==> src/plic_pkg.sv <==
`default_nettype none

package plic_pkg;

  // Sources are numbered 1 to plic_source_count, id 0 means no interrupt.
  localparam int plic_source_count = 8;
  localparam int plic_source_width = 4;
  localparam int plic_prio_width   = 3;
  localparam int plic_target_count = 2;

  localparam int plic_addr_width = 8;
  localparam int plic_data_width = 32;

  // Word address map of the register port.
  // Priority of source s at base plus s.
  localparam logic [plic_addr_width-1:0] plic_addr_prio_base = 8'h00;

  // Enable mask of target t at base plus t, bit s-1 enables source s.
  localparam logic [plic_addr_width-1:0] plic_addr_ie_base = 8'h10;

  // Threshold of target t at base plus t.
  localparam logic [plic_addr_width-1:0] plic_addr_th_base = 8'h20;

  // Claim on read and complete on write, target t at base plus t.
  localparam logic [plic_addr_width-1:0] plic_addr_claim_base = 8'h30;

  typedef logic [plic_prio_width-1:0] plic_prio_t;

  typedef logic [plic_source_width-1:0] plic_id_t;

  // One register access, req is a single-cycle strobe.
  typedef struct packed {
    logic                       req;
    logic                       we;
    logic [plic_addr_width-1:0] addr;
    logic [plic_data_width-1:0] wdata;
  } plic_bus_req_t;

endpackage

`default_nettype wire

==> src/plic_gateway.sv <==
`default_nettype none

module plic_gateway
  import plic_pkg::*;
(
  input  logic                         clk,
  input  logic                         rst_n,
  input  logic [plic_source_count-1:0] irq_src_i,
  input  logic                         claim_i,
  input  plic_id_t                     claim_id_i,
  input  logic                         complete_i,
  input  plic_id_t                     complete_id_i,
  output logic [plic_source_count-1:0] pending_o
);

  logic [plic_source_count-1:0] pending_q;
  logic [plic_source_count-1:0] pending_d;
  logic [plic_source_count-1:0] in_service_q;
  logic [plic_source_count-1:0] in_service_d;
  logic [plic_source_count-1:0] claim_hit;
  logic [plic_source_count-1:0] complete_hit;

  always_comb begin
    pending_d    = pending_q;
    in_service_d = in_service_q;
    claim_hit    = '0;
    complete_hit = '0;
    for (int s = 0; s < plic_source_count; s++) begin
      claim_hit[s]    = claim_i && (claim_id_i == plic_id_t'(s + 1));
      complete_hit[s] = complete_i && (complete_id_i == plic_id_t'(s + 1));

      // A level line is held off while its source waits or is serviced.
      if (irq_src_i[s] && !pending_q[s] && !in_service_q[s]) begin
        pending_d[s] = 1'b1;
      end
      if (claim_hit[s] && pending_q[s]) begin
        pending_d[s]    = 1'b0;
        in_service_d[s] = 1'b1;
      end
      if (complete_hit[s]) begin
        in_service_d[s] = 1'b0;
      end
    end
  end

  always_ff @(posedge clk or negedge rst_n) begin
    if (!rst_n) begin
      pending_q    <= '0;
      in_service_q <= '0;
    end else begin
      pending_q    <= pending_d;
      in_service_q <= in_service_d;
    end
  end

  assign pending_o = pending_q;

  a_pending_excl: assert property (
    @(posedge clk) disable iff (!rst_n)
    (pending_q & in_service_q) == '0
  );

  // Targets only report pending sources, so a claim must hit one.
  a_claim_pending: assert property (
    @(posedge clk) disable iff (!rst_n)
    claim_i |-> |(claim_hit & pending_q)
  );

endmodule

`default_nettype wire

==> src/plic_regs.sv <==
`default_nettype none

module plic_regs
  import plic_pkg::*;
(
  input  logic                                               clk,
  input  logic                                               rst_n,
  input  plic_bus_req_t                                      bus_i,
  output logic       [plic_data_width-1:0]                   rdata_o,
  input  plic_id_t   [plic_target_count-1:0]                 irq_id_i,
  output plic_prio_t [plic_source_count-1:0]                 prio_o,
  output logic       [plic_target_count-1:0][plic_source_count-1:0] ie_o,
  output plic_prio_t [plic_target_count-1:0]                 threshold_o,
  output logic                                               claim_o,
  output plic_id_t                                           claim_id_o,
  output logic                                               complete_o,
  output plic_id_t                                           complete_id_o
);

  plic_prio_t [plic_source_count-1:0]                 prio_q;
  logic       [plic_target_count-1:0][plic_source_count-1:0] ie_q;
  plic_prio_t [plic_target_count-1:0]                 th_q;
  logic       [plic_data_width-1:0]                   rdata_q;
  logic       [plic_data_width-1:0]                   rdata_d;

  logic [plic_source_count-1:0] prio_sel;
  logic [plic_target_count-1:0] ie_sel;
  logic [plic_target_count-1:0] th_sel;
  logic [plic_target_count-1:0] claim_sel;

  logic rd_en;
  logic wr_en;
  logic wdata_id_ok;

  assign rd_en = bus_i.req && !bus_i.we;
  assign wr_en = bus_i.req && bus_i.we;

  // Only ids 1 to plic_source_count complete a source.
  assign wdata_id_ok = (bus_i.wdata != '0) &&
                       (bus_i.wdata <= plic_data_width'(plic_source_count));

  // One-hot address decode.
  always_comb begin
    prio_sel  = '0;
    ie_sel    = '0;
    th_sel    = '0;
    claim_sel = '0;
    for (int s = 0; s < plic_source_count; s++) begin
      prio_sel[s] = bus_i.addr == plic_addr_prio_base + plic_addr_width'(s + 1);
    end
    for (int t = 0; t < plic_target_count; t++) begin
      ie_sel[t]    = bus_i.addr == plic_addr_ie_base + plic_addr_width'(t);
      th_sel[t]    = bus_i.addr == plic_addr_th_base + plic_addr_width'(t);
      claim_sel[t] = bus_i.addr == plic_addr_claim_base + plic_addr_width'(t);
    end
  end

  // Read mux, unmapped words read 0.
  always_comb begin
    rdata_d = '0;
    for (int s = 0; s < plic_source_count; s++) begin
      if (prio_sel[s]) begin
        rdata_d = plic_data_width'(prio_q[s]);
      end
    end
    for (int t = 0; t < plic_target_count; t++) begin
      if (ie_sel[t]) begin
        rdata_d = plic_data_width'(ie_q[t]);
      end
      if (th_sel[t]) begin
        rdata_d = plic_data_width'(th_q[t]);
      end
      if (claim_sel[t]) begin
        rdata_d = plic_data_width'(irq_id_i[t]);
      end
    end
  end

  // Claim pulses in the strobe cycle with the id being returned.
  always_comb begin
    claim_o       = 1'b0;
    claim_id_o    = '0;
    complete_o    = 1'b0;
    complete_id_o = '0;
    for (int t = 0; t < plic_target_count; t++) begin
      if (claim_sel[t] && rd_en && irq_id_i[t] != '0) begin
        claim_o    = 1'b1;
        claim_id_o = irq_id_i[t];
      end
      if (claim_sel[t] && wr_en && wdata_id_ok) begin
        complete_o    = 1'b1;
        complete_id_o = bus_i.wdata[plic_source_width-1:0];
      end
    end
  end

  always_ff @(posedge clk or negedge rst_n) begin
    if (!rst_n) begin
      prio_q <= '0;
      ie_q   <= '0;
      th_q   <= '0;
    end else if (wr_en) begin
      for (int s = 0; s < plic_source_count; s++) begin
        if (prio_sel[s]) begin
          prio_q[s] <= bus_i.wdata[plic_prio_width-1:0];
        end
      end
      for (int t = 0; t < plic_target_count; t++) begin
        if (ie_sel[t]) begin
          ie_q[t] <= bus_i.wdata[plic_source_count-1:0];
        end
        if (th_sel[t]) begin
          th_q[t] <= bus_i.wdata[plic_prio_width-1:0];
        end
      end
    end
  end

  always_ff @(posedge clk or negedge rst_n) begin
    if (!rst_n) begin
      rdata_q <= '0;
    end else if (rd_en) begin
      rdata_q <= rdata_d;
    end
  end

  assign rdata_o     = rdata_q;
  assign prio_o      = prio_q;
  assign ie_o        = ie_q;
  assign threshold_o = th_q;

  a_claim_complete_excl: assert property (
    @(posedge clk) disable iff (!rst_n)
    !(claim_o && complete_o)
  );

endmodule

`default_nettype wire

==> src/plic_target.sv <==
`default_nettype none

module plic_target
  import plic_pkg::*;
(
  input  logic                                     clk,
  input  logic                                     rst_n,
  input  logic       [plic_source_count-1:0]       pending_i,
  input  logic       [plic_source_count-1:0]       ie_i,
  input  plic_prio_t [plic_source_count-1:0]       prio_i,
  input  plic_prio_t                               threshold_i,
  output logic                                     irq_req_o,
  output plic_id_t                                 irq_id_o
);

  plic_prio_t max_prio;
  logic       irq_req_d;
  plic_id_t   irq_id_d;
  logic       irq_req_q;
  plic_id_t   irq_id_q;

  // High to low scan, an equal priority further down replaces the winner.
  always_comb begin
    max_prio  = threshold_i;
    irq_req_d = 1'b0;
    irq_id_d  = '0;
    for (int s = plic_source_count - 1; s >= 0; s--) begin
      if (pending_i[s] && ie_i[s] && prio_i[s] > threshold_i && prio_i[s] >= max_prio) begin
        max_prio  = prio_i[s];
        irq_req_d = 1'b1;
        irq_id_d  = plic_id_t'(s + 1);
      end
    end
  end

  always_ff @(posedge clk or negedge rst_n) begin
    if (!rst_n) begin
      irq_req_q <= 1'b0;
      irq_id_q  <= '0;
    end else begin
      irq_req_q <= irq_req_d;
      irq_id_q  <= irq_id_d;
    end
  end

  assign irq_req_o = irq_req_q;
  assign irq_id_o  = irq_id_q;

  a_req_id: assert property (
    @(posedge clk) disable iff (!rst_n)
    irq_req_o == (irq_id_o != '0)
  );

endmodule

`default_nettype wire

==> src/plic_top.sv <==
`default_nettype none

module plic_top
  import plic_pkg::*;
(
  input  logic                         clk,
  input  logic                         rst_n,
  input  logic [plic_source_count-1:0] irq_src_i,
  input  plic_bus_req_t                bus_i,
  output logic [plic_data_width-1:0]   rdata_o,
  output logic [plic_target_count-1:0] irq_o
);

  logic       [plic_source_count-1:0]                         pending;
  plic_prio_t [plic_source_count-1:0]                         prio;
  logic       [plic_target_count-1:0][plic_source_count-1:0]  ie;
  plic_prio_t [plic_target_count-1:0]                         threshold;
  plic_id_t   [plic_target_count-1:0]                         irq_id;

  logic     claim;
  plic_id_t claim_id;
  logic     complete;
  plic_id_t complete_id;

  plic_gateway u_gateway (
    .clk           (clk),
    .rst_n         (rst_n),
    .irq_src_i     (irq_src_i),
    .claim_i       (claim),
    .claim_id_i    (claim_id),
    .complete_i    (complete),
    .complete_id_i (complete_id),
    .pending_o     (pending)
  );

  plic_regs u_regs (
    .clk           (clk),
    .rst_n         (rst_n),
    .bus_i         (bus_i),
    .rdata_o       (rdata_o),
    .irq_id_i      (irq_id),
    .prio_o        (prio),
    .ie_o          (ie),
    .threshold_o   (threshold),
    .claim_o       (claim),
    .claim_id_o    (claim_id),
    .complete_o    (complete),
    .complete_id_o (complete_id)
  );

  // Pending state is shared, each target has its own mask and threshold.
  for (genvar t = 0; t < plic_target_count; t++) begin : g_target
    plic_target u_target (
      .clk         (clk),
      .rst_n       (rst_n),
      .pending_i   (pending),
      .ie_i        (ie[t]),
      .prio_i      (prio),
      .threshold_i (threshold[t]),
      .irq_req_o   (irq_o[t]),
      .irq_id_o    (irq_id[t])
    );
  end

endmodule

`default_nettype wire

==> config.mk <==
export PLATFORM = sky130hd
export DESIGN_NAME = plic_top
export DESIGN_NICKNAME = d
export VERILOG_FILES = /design/src/plic_pkg.sv /design/src/plic_gateway.sv /design/src/plic_regs.sv /design/src/plic_target.sv /design/src/plic_top.sv
export SDC_FILE = /design/constraint.sdc
export NUM_CORES = 1
export LEC_CHECK = 0
export BUFFER_PORTS_ARGS = -buffer_cell sky130_fd_sc_hd__buf_2
export CAP_MARGIN = 30
export CORE_MARGIN = 2
export CORE_UTILIZATION = 50
export CTS_CLUSTER_SIZE = 24
export DETAILED_ROUTE_END_ITERATION = 10
export PLACE_DENSITY = 0.74
export REMOVE_ABC_BUFFERS = 1
export SLEW_MARGIN = 30
export SYNTH_ARGS = -nofsm -noshare
export SYNTH_HDL_FRONTEND = slang
export SYNTH_SLANG_ARGS = --single-unit
==> constraint.sdc <==
create_clock -name clk -period 13.9 [get_ports clk]
set_input_delay 0.695 -clock clk [delete_from_list [all_inputs] [get_ports clk]]
set_output_delay 0.695 -clock clk [all_outputs]
set_load 0.05 [all_outputs]
* After elaboration in Yosys (flattened, before gate mapping)
Cells that the tools add are included.
Operators by class: reductions and logical operators 147, $lt $le $gt $ge 33, equal/unequal tests 30, mux-type cells 100
Operators by type and width (count):
- $mux 32 | 13
- $logic_and 1x1->1 | 99
- $mux 4 | 20
- $mux 1 | 52
- $ge 3x3->1 | 16
- $gt 3x3->1 | 16
- $mux 3 | 15
- $eq 4x3->1 const B | 8
- $eq 8x3->1 const B | 4
- $eq 8x6->1 const B | 4
- $le 32x4->1 const B | 1
- $reduce_bool 2->1 | 16
- $reduce_bool 32->1 | 1
- $reduce_and 2->1 | 12
- $logic_not 1->1 | 17
- $eq 4x2->1 const B | 4
- $eq 8x2->1 const B | 2
- $eq 8x5->1 const B | 2
- $eq 4x1->1 const B | 2
- $eq 4x4->1 const B | 2
- $eq 8x1->1 const B | 1
- $eq 8x4->1 const B | 1
- $reduce_bool 4->1 | 2
Storage, ports and cells: register bits 104, logic and storage cells 343

* Logic depth before layout (Yosys ltp)
Gate-level depths: netlist (run 1).
depth after elaboration 25, gate-level depth with buffers 57, mapped depth without buffers 57

* By module
From an unflattened synthesis (run 1), not the netlist that was laid out.
Second synthesis, totals: cells, all modules 808, area, all modules 7374.6 um^2
By module, submodules not included:
- plic_regs | times used 1, sequential area each 1351.3 um^2, area an instance 3175.5 um^2, cells an instance 302
- plic_target (g_target[0].u_target) | times used 1, sequential area each 125.1 um^2, area an instance 1821.7 um^2, cells an instance 236
- plic_target (g_target[1].u_target) | times used 1, sequential area each 125.1 um^2, area an instance 1642.8 um^2, cells an instance 199
- plic_gateway | times used 1, sequential area each 400.4 um^2, area an instance 734.5 um^2, cells an instance 71

* Worst setup path after synthesis (run 1)
No wires, ideal clock.
kind reg2reg, from reg u_regs.th_q (netlist bit u_regs.threshold_o[4]), to reg g_target[1].u_target.irq_id_q[3], setup time 105 ps, data required time 13795 ps, cell stages (with the launch flop) 55, data arrival time 10534 ps, path slack 3261 ps, period minus slack after synthesis 10639 ps, cells stage by stage dfrtp_1 > inv_1 > ha_1 > nor2b_1 > o21a_1 > o21ai_4 > o21ai_0 > ha_1 > nand2b_1 > nand2_1 > o2111a_1 > a211oi_1 > nand2_1 > mux2_2 > ha_1 > nand2b_1 > o21ai_0 > a221oi_1 > (+19 left out) > maj3_1 > o211ai_1 > a21oi_1 > mux2_2 > ha_1 > nand2b_1 > a21oi_1 > nor2b_1 > o221ai_1 > inv_1 > nor2_1 > a211o_1 > ha_1 > nand2b_1 > a21o_1 > a21oi_1 > nor3_1 > nor4b_1
Between the ends: word-level cells in the longest chain between the ends 25
RTL lines:
- from (decl) | RTL line plic_regs.sv:22 | plic_prio_t [plic_target_count-1:0] th_q;
- from (signal, indexed assignment) | RTL line plic_regs.sv:113 | th_q[t] <= bus_i.wdata[plic_prio_width-1:0];
- $gt 3x3->1 | RTL line plic_target.sv:28 | if (pending_i[s] && ie_i[s] && prio_i[s] > threshold_i && prio_i[s] >= max_prio) begin
- $logic_and 1x1->1 (2 in a row) | RTL line plic_target.sv:28
- $mux 3 | RTL line plic_target.sv:28
- $ge 3x3->1 | RTL line plic_target.sv:28
- $logic_and 1x1->1 | RTL line plic_target.sv:28
- $mux 3 | RTL line plic_target.sv:28
- $ge 3x3->1 | RTL line plic_target.sv:28
- $logic_and 1x1->1 | RTL line plic_target.sv:28
- (+9 left out)
- $mux 3 | RTL line plic_target.sv:28
- $ge 3x3->1 | RTL line plic_target.sv:28
- $logic_and 1x1->1 | RTL line plic_target.sv:28
- $mux 3 | RTL line plic_target.sv:28
- $ge 3x3->1 | RTL line plic_target.sv:28
- $logic_and 1x1->1 | RTL line plic_target.sv:28
- $mux 4 (*) | RTL line plic_target.sv:28
- via g_target[1].u_target.irq_id_d[3] | RTL line plic_target.sv:18 | plic_id_t irq_id_d;
- to (signal assigned) | RTL line plic_target.sv:42 | irq_id_q <= irq_id_d;
- to (decl) | RTL line plic_target.sv:20 | plic_id_t irq_id_q;
Mark *: on every way through the listed nets, which the timed path passes. The rest lies on a longest branch. A chain may end at the register's enable or synchronous reset.

* Worst setup path after layout (run 1)
Ends and elaborated chain as after synthesis.

==> results of run 1 <==
-- flip-flops by register name, summed over array words and instances, names as in the netlist --
register                     cells
u_gateway.in_service_q           8
u_regs.threshold_o               6
u_regs.rdata_o                   8
g_target.u_target.irq_id_o       8
u_gateway.pending_o              8
u_regs.prio_o                   24
g_target.u_target.irq_req_o      2
u_regs.ie_o                     16
-- report_power, final --
group	internal [uW]	switching [uW]
Combinational	30.9	64.4
Clock	176	102
Sequential	239	9.81
Total	446	176
-- cell usage after synthesis (21+ instances only) --
cell type	instances	share of area, %
a21oi_1	48	3.5
buf_4	26	2.8
dfrtp_1	80	29
ha_1	74	14
inv_1	35	1.9
mux2_2	52	8.5
nand2_1	56	3.1
nand2b_1	26	2.4
nand3_1	21	1.5
nor2_1	53	2.9
nor2b_1	22	2.0
o21ai_0	38	2.8
-- worst max-delay path, delay by kind of cell, from the launching register on --
kind,cells,cell delay (ns)
compound gates,20,4.18
buf+inv,2,0.55
fa+ha+maj,10,2.86
mux,4,1.44
flops,1,0.41
simple gates,19,2.99
-- cells by family (layout without fill, tap and decap cells) --
group           count (synthesis)  after routing  synth area share [%]
compound gates                215            215                  22.3
xor+xnor                        1              1                 0.128
fa+ha+maj                      78             78                  14.1
buf+inv                        79            111                  5.90
flops                          80             80                  29.2
mux                            60             60                  9.72
other cells                     1             24                0.0547
simple gates                  251            251                  18.6
-- layout by cell type, fill, tap and decap left out, types with 9 or more instances in the layout --
cell type  netlist  routed
clkbuf_16        0       9
and2_1          11      11
o21ai_0         38      38
dfrtp_1         80      80
conb_1           1      24
buf_2            2      60
nand2_1         56      56
o21a_1          14      14
mux2_2          52      52
nor2b_1         22      22
ha_1            74      74
nor3_1          17      17
nand3_1         21      21
nand2b_1        26      26
a21oi_1         48      48
inv_1           35      35
a21o_1          10      10
a31oi_1         15      15
nor2_1          53      53
nor4_1          11      11
-- per-stage QoR --
step	hold slack [ns]	power [uW]	std cells	utilization (%)	instance area, sq um
floorplan	0.399	312	744	-	6670
global placement	0.447	346	981	54.1	7190
finish	0.384	623	996	56.7	7540
global route	0.449	645	996	56.7	7540
CTS	0.416	624	996	56.7	7540
detailed placement	0.449	347	981	54.1	7200
-- metal layers --
layer | GRT usage (%) | wire length, microns | up-vias
li1 | - | - | 2902
met1 | 38.6 | 8740 | 2928
met2 | 40.7 | 8680 | 242
met3 | 6.11 | 1510 | 61
met4 | 14.2 | 964 | 0
met5 | 0 | 0 | -
-- how the worst max path moves through the flow --
stage	depth (start not counted)	slack, ns	endpoint
after global routing	55	0.23	g_target[1].u_target.irq_id_o[3]$_DFF_PN0_
after CTS	55	1.47	g_target[1].u_target.irq_id_o[3]$_DFF_PN0_
after floorplan	54	3.24	g_target[1].u_target.irq_id_o[3]$_DFF_PN0_
after global placement	55	1.76	g_target[1].u_target.irq_id_o[3]$_DFF_PN0_
after detailed placement	55	1.64	g_target[1].u_target.irq_id_o[3]$_DFF_PN0_
final	55	1.31	g_target[1].u_target.irq_id_o[3]$_DFF_PN0_
-- area by class of cell --
type,count,area (sq um),share of cell area [%]
Multi-Input combinational cell,629,4530,60.1
Sequential cell,80,2000,26.6
Timing Repair Buffer,61,312,4.13
Clock buffer,9,225,2.99
Tap cell,176,220,2.92
Inverter,35,131,1.74
Clock inverter,6,116,1.54
==> reports/results.ini, run 1 <==
[outcome]
status = completed

[power_and_ir_drop]
p_leak_uw = 0.00354
power_density_nw_per_um2 = 82.6
ir_drop_v = 0.0000688

[global_route]
antenna_found_initial = 0
grt_usage_pct = 27.9
grt_max_degree = 81
overflow = 0
grt_first_pass_wirelength_microns = 31000
grt_pass1_vias = 5787

[worst_setup_path]
path_max_fanout = 10
start_kind = flip-flop
cp_data_required_time_ns = 14.13
ff2ff_path_depth = 55
cp_slowest_cell = nor3b_1
r2r_end = g_target[1].u_target.irq_id_o[3]$_DFF_PN0_
setup.worst_path.start = u_regs.threshold_o[4]$_DFFE_PN0P_
crit_type = reg2reg
cp.arrival_ns = 12.82
max_stage_delay_ns = 0.52
r2r_setup_slack_ns = 1.31
r2r_start = u_regs.threshold_o[4]$_DFFE_PN0P_
cp-end-kind = flip-flop

[drt]
first_iter_violations = 569
vias = 6133
route.detailed.drc = 0
routedWlPerCell_microns = 20.0
viasPerCell = 6.16
drt-total-wl_microns = 19900
final_antenna_net_count = 0
dr.pass1.iters = 5

[yosys]
synth_seq_cells = 80
yosysSeqAreaShare_pct = 29.2
async_reset_ff_share_pct = 100
syn_area_sq_um = 6850
synthFlopType = dfrtp_1
synth_cells = 765
post_synth.cell_area_avg_sq_um = 8.96
synth_edf_count = 0
ys_warn_count = 0
synth_cell_types = 77

[place]
post-place-ws_ns = 1.64
numPortBuffers = 61
gp_congestion = 0.970
dp_hpwl_microns = 15000

[clocking]
ctsRootBufferMaster = clkbuf_16
clock_sinks = 80
cts_htree_levels = 3
cts_setup_buffers = 0
clk_pin_slew_worst_paths_ns = 0.06
cts_buffers = 9
ctsResizeCount = 0
cts-hold-fix-buffers = 0
cts_tree = done
clock_path_buffers = 2
clk_latency_ns = 0.35

[timing]
timing.final.max_slew_violations = 0
tightest_slew_ns = 0.867
period_needed_ns = 12.59
finalHoldViolations = 0
slew_headroom_pct = 40.7
fin_skew_ns = 0.00852
worst_slack_ns = 1.31
max_freq_mhz = 79.5
period_share_pct = 90.5
finalSetupTns_ns = 0
rsz0062_at_grt = no
setup_viol = 0

[floorplanning]
start_util_pct = 51.5
ios = 86
core_sq_um = 13300
rows = 42
die_w_microns = 121
die_area_sq_um = 14700
die_h_microns = 121

[job]
cap_violations = 0

[hold_path]
hold_class = in2async

[cells_and_area]
nNetsFinal = 942
area_growth_pct = 10.0
antenna_cells = 0
drive_gt1_share_pct = 18.4
fillers = 1189

Note: power is estimated with default switching activity, not from simulation.
==> run 2: changes to the inputs <==
--- a/config.mk
+++ b/config.mk
@@ -11,6 +11,7 @@
 export CORE_UTILIZATION = 50
 export CTS_CLUSTER_SIZE = 24
 export DETAILED_ROUTE_END_ITERATION = 10
+export GPL_TIMING_DRIVEN = 0
 export PLACE_DENSITY = 0.74
 export REMOVE_ABC_BUFFERS = 1
 export SLEW_MARGIN = 30
==> constraint.sdc (replaced) <==
create_clock -name clk -period 12.35 [get_ports clk]
set_input_delay 0.6175 -clock clk [delete_from_list [all_inputs] [get_ports clk]]
set_output_delay 0.6175 -clock clk [all_outputs]
set_load 0.05 [all_outputs]
==> run 2 against run 1 <==
Compared with the run above: via count is 0.46% lower; global-route usage is 1.4 points lower; flip-flop and latch count stayed put; cell count is 1.2% higher; clock skew is 0.00055 ns lower; routed wire length is 3.1% lower; die area stayed put.
==> reports/results.ini, run 2 (synthesis results as in run 1) <==
[outcome]
status = completed

[floorplanning]
die_area_sq_um = 14700  ; unchanged
start_util_pct = 51.5  ; unchanged
rows = 42  ; unchanged
die_w_microns = 121  ; unchanged
ios = 86  ; unchanged
core_sq_um = 13300  ; unchanged
die_h_microns = 121  ; unchanged

[cells_and_area]
fillers = 1157  ; -2.7%
nNetsFinal = 954  ; +1.3%
antenna_cells = 0  ; unchanged
final_common_cell = dfrtp_1
drive_gt1_share_pct = 21.4  ; +3.0 points
multi_input_area_sq_um = 4590  ; +1.4%
register_area_sq_um = 2000  ; unchanged
area_growth_pct = 12.2
final_cell_mix = dfrtp_1, ha_1, buf_2
largest_reg_flops = 24  ; unchanged

[global_route]
antenna_found_initial = 0  ; unchanged
grt_max_degree = 50  ; -38%
grt_first_pass_wirelength_microns = 29600  ; -4.5%
overflow = 0  ; unchanged
grt_pass1_vias = 5449  ; -5.8%
grt_usage_pct = 26.5  ; -1.4 points

[worst_setup_path]
path_buf_inv = 2  ; unchanged
cp_slowest_cell = dfrtp_1
cpLargestDelayFamily = compound AO/OA/AOI/OAI gates
path_max_fanout = 7  ; -3
start_kind = flip-flop
cp-end-kind = flip-flop
cp.arrival_ns = 11.93  ; -0.89 ns
cp_data_required_time_ns = 12.50  ; -1.63 ns
max_stage_delay_ns = 0.48  ; -0.04 ns
crit_type = reg2reg

[drt]
dr.pass1.iters = 5  ; unchanged
final_antenna_net_count = 0  ; unchanged
first_iter_violations = 569  ; unchanged
vias = 6105  ; -0.46%
viasPerCell = 6.06  ; -1.6%
route.detailed.drc = 0  ; unchanged
drt-total-wl_microns = 19300  ; -3.1%
routedWlPerCell_microns = 19.1  ; -4.3%

[power_and_ir_drop]
p_clk_share_pct = 42.2  ; -2.5 points
p_sw_share_pct = 28.4  ; +0.041 points
intPower_uw = 483  ; +8.3%
ir_drop_v = 0.0000923  ; +34%
power_density_nw_per_um2 = 87.8  ; +6.3%
p_leak_uw = 0.00356  ; +0.44%
p_sw_uw = 192  ; +8.5%
p_seq_share_pct = 41.6  ; +1.6 points
comb_power_share_pct = 16.2  ; +0.9 points

[timing]
finalHoldViolations = 0  ; unchanged
fin_skew_ns = 0.00797  ; -0.000548 ns
setup_viol = 0  ; unchanged
max_freq_mhz = 84.9  ; +6.9%
timing.final.max_slew_violations = 0  ; unchanged
period_share_pct = 95.3  ; +4.8 points
period_needed_ns = 11.77  ; -0.814 ns
tightest_slew_ns = 0.762  ; -0.105 ns
holdWs_ns = 0.301  ; -0.0839 ns
finalSetupTns_ns = 0  ; unchanged
slew_headroom_pct = 48.7  ; +8.1 points

[clocking]
cts_tree = done
ctsRootBufferMaster = clkbuf_16
cts_htree_levels = 3  ; unchanged
clock_sinks = 80  ; unchanged
cts-hold-fix-buffers = 0  ; unchanged
clk_pin_slew_worst_paths_ns = 0.06  ; about the same
clk_latency_ns = 0.34  ; about the same
clock_path_buffers = 2  ; unchanged
cts_buffers = 9  ; unchanged

[hold_path]
hold_class = in2async

[place]
dp_hpwl_microns = 14600  ; -2.5%
numPortBuffers = 61  ; unchanged
gp_congestion = 0.978  ; +0.77%

[job]
cap_violations = 0  ; unchanged

run 2: cell types whose count changed in the layout (fill, tap and decap cells not counted), sizes merged:
cell	delta
inv	-2
bufinv	-1
clkinv	-2
clkinvlp	+5
buf	+12
run 2: cell type report:
type	instances	area share, %
clock buffer	9	2.93
sequential	80	26.0
clock inverter	6	1.20
tap	176	2.87
multi-input combinational	629	59.8
inverter	35	1.86
timing repair buffer	73	5.34
run 2: layer usage:
metal / share of wire [%] / wire [microns] / track usage (%)
met1: 46 / 8810 / 38.7
met2: 45 / 8700 / 40.2
met3: 7.1 / 1370 / 4.98
met4: 2.1 / 403 / 6.76
met5: 0 / 0 / 0
run 2: worst paths after layout:
path	from	to	slack [ns]	depth (start not counted)
worst min register to register	u_gateway.in_service_q[6]$_DFFE_PN0P_	u_gateway.pending_o[6]$_DFFE_PN0P_	0.46	1
min in group clk	u_gateway.in_service_q[6]$_DFFE_PN0P_	u_gateway.pending_o[6]$_DFFE_PN0P_	0.46	1
worst max register to register	u_regs.threshold_o[4]$_DFFE_PN0P_	g_target[1].u_target.irq_req_o$_DFF_PN0_	0.58	56
max in group asynchronous	rst_n	u_regs.threshold_o[4]$_DFFE_PN0P_	11.44	2
worst max-delay path	u_regs.threshold_o[4]$_DFFE_PN0P_	g_target[1].u_target.irq_req_o$_DFF_PN0_	0.58	56
worst min-delay path	rst_n	u_gateway.in_service_q[2]$_DFFE_PN0P_	0.30	1
run 2: worst reg2reg max path: cells and delay by family, from the launching register on:
| family | cells | cell delay [ns] |
|---|---|---|
| compound gates | 19 | 3.62 |
| fa+ha+maj | 10 | 3.04 |
| simple gates | 21 | 2.90 |
| mux | 4 | 1.23 |
| flops | 1 | 0.48 |
| buf+inv | 2 | 0.34 |
run 2: timing repair:
item	4_1_cts	5_1_grt
pin swaps	0	2
setup endpoints to repair	5	10
setup buffers	0	11
gates resized for setup	6	11
run 2: power groups by stage:
stage / clock network (uW) / registers [uW] / logic, uW
4_1_cts: 285 / 280 / 107
3_3_place_gp: 0 / 285 / 103
6_report: 284 / 281 / 109
3_5_place_dp: 0 / 285 / 106
2_1_floorplan: 0 / 288 / 63.2
5_1_grt: 300 / 282 / 121
run 2: stage by stage:
step | area (sq um) | setup WS, ns | utilization (%) | total power, uW | std cells
floorplan | 6670 | 1.69 | - | 352 | 744
global placement | 7190 | -0.160 | 54.1 | 388 | 981
detailed placement | 7210 | -0.319 | 54.3 | 391 | 982
CTS | 7560 | 0.0663 | 56.9 | 671 | 997
global route | 7690 | -0.00945 | 57.8 | 702 | 1008
finish | 7690 | 0.578 | 57.8 | 675 | 1008
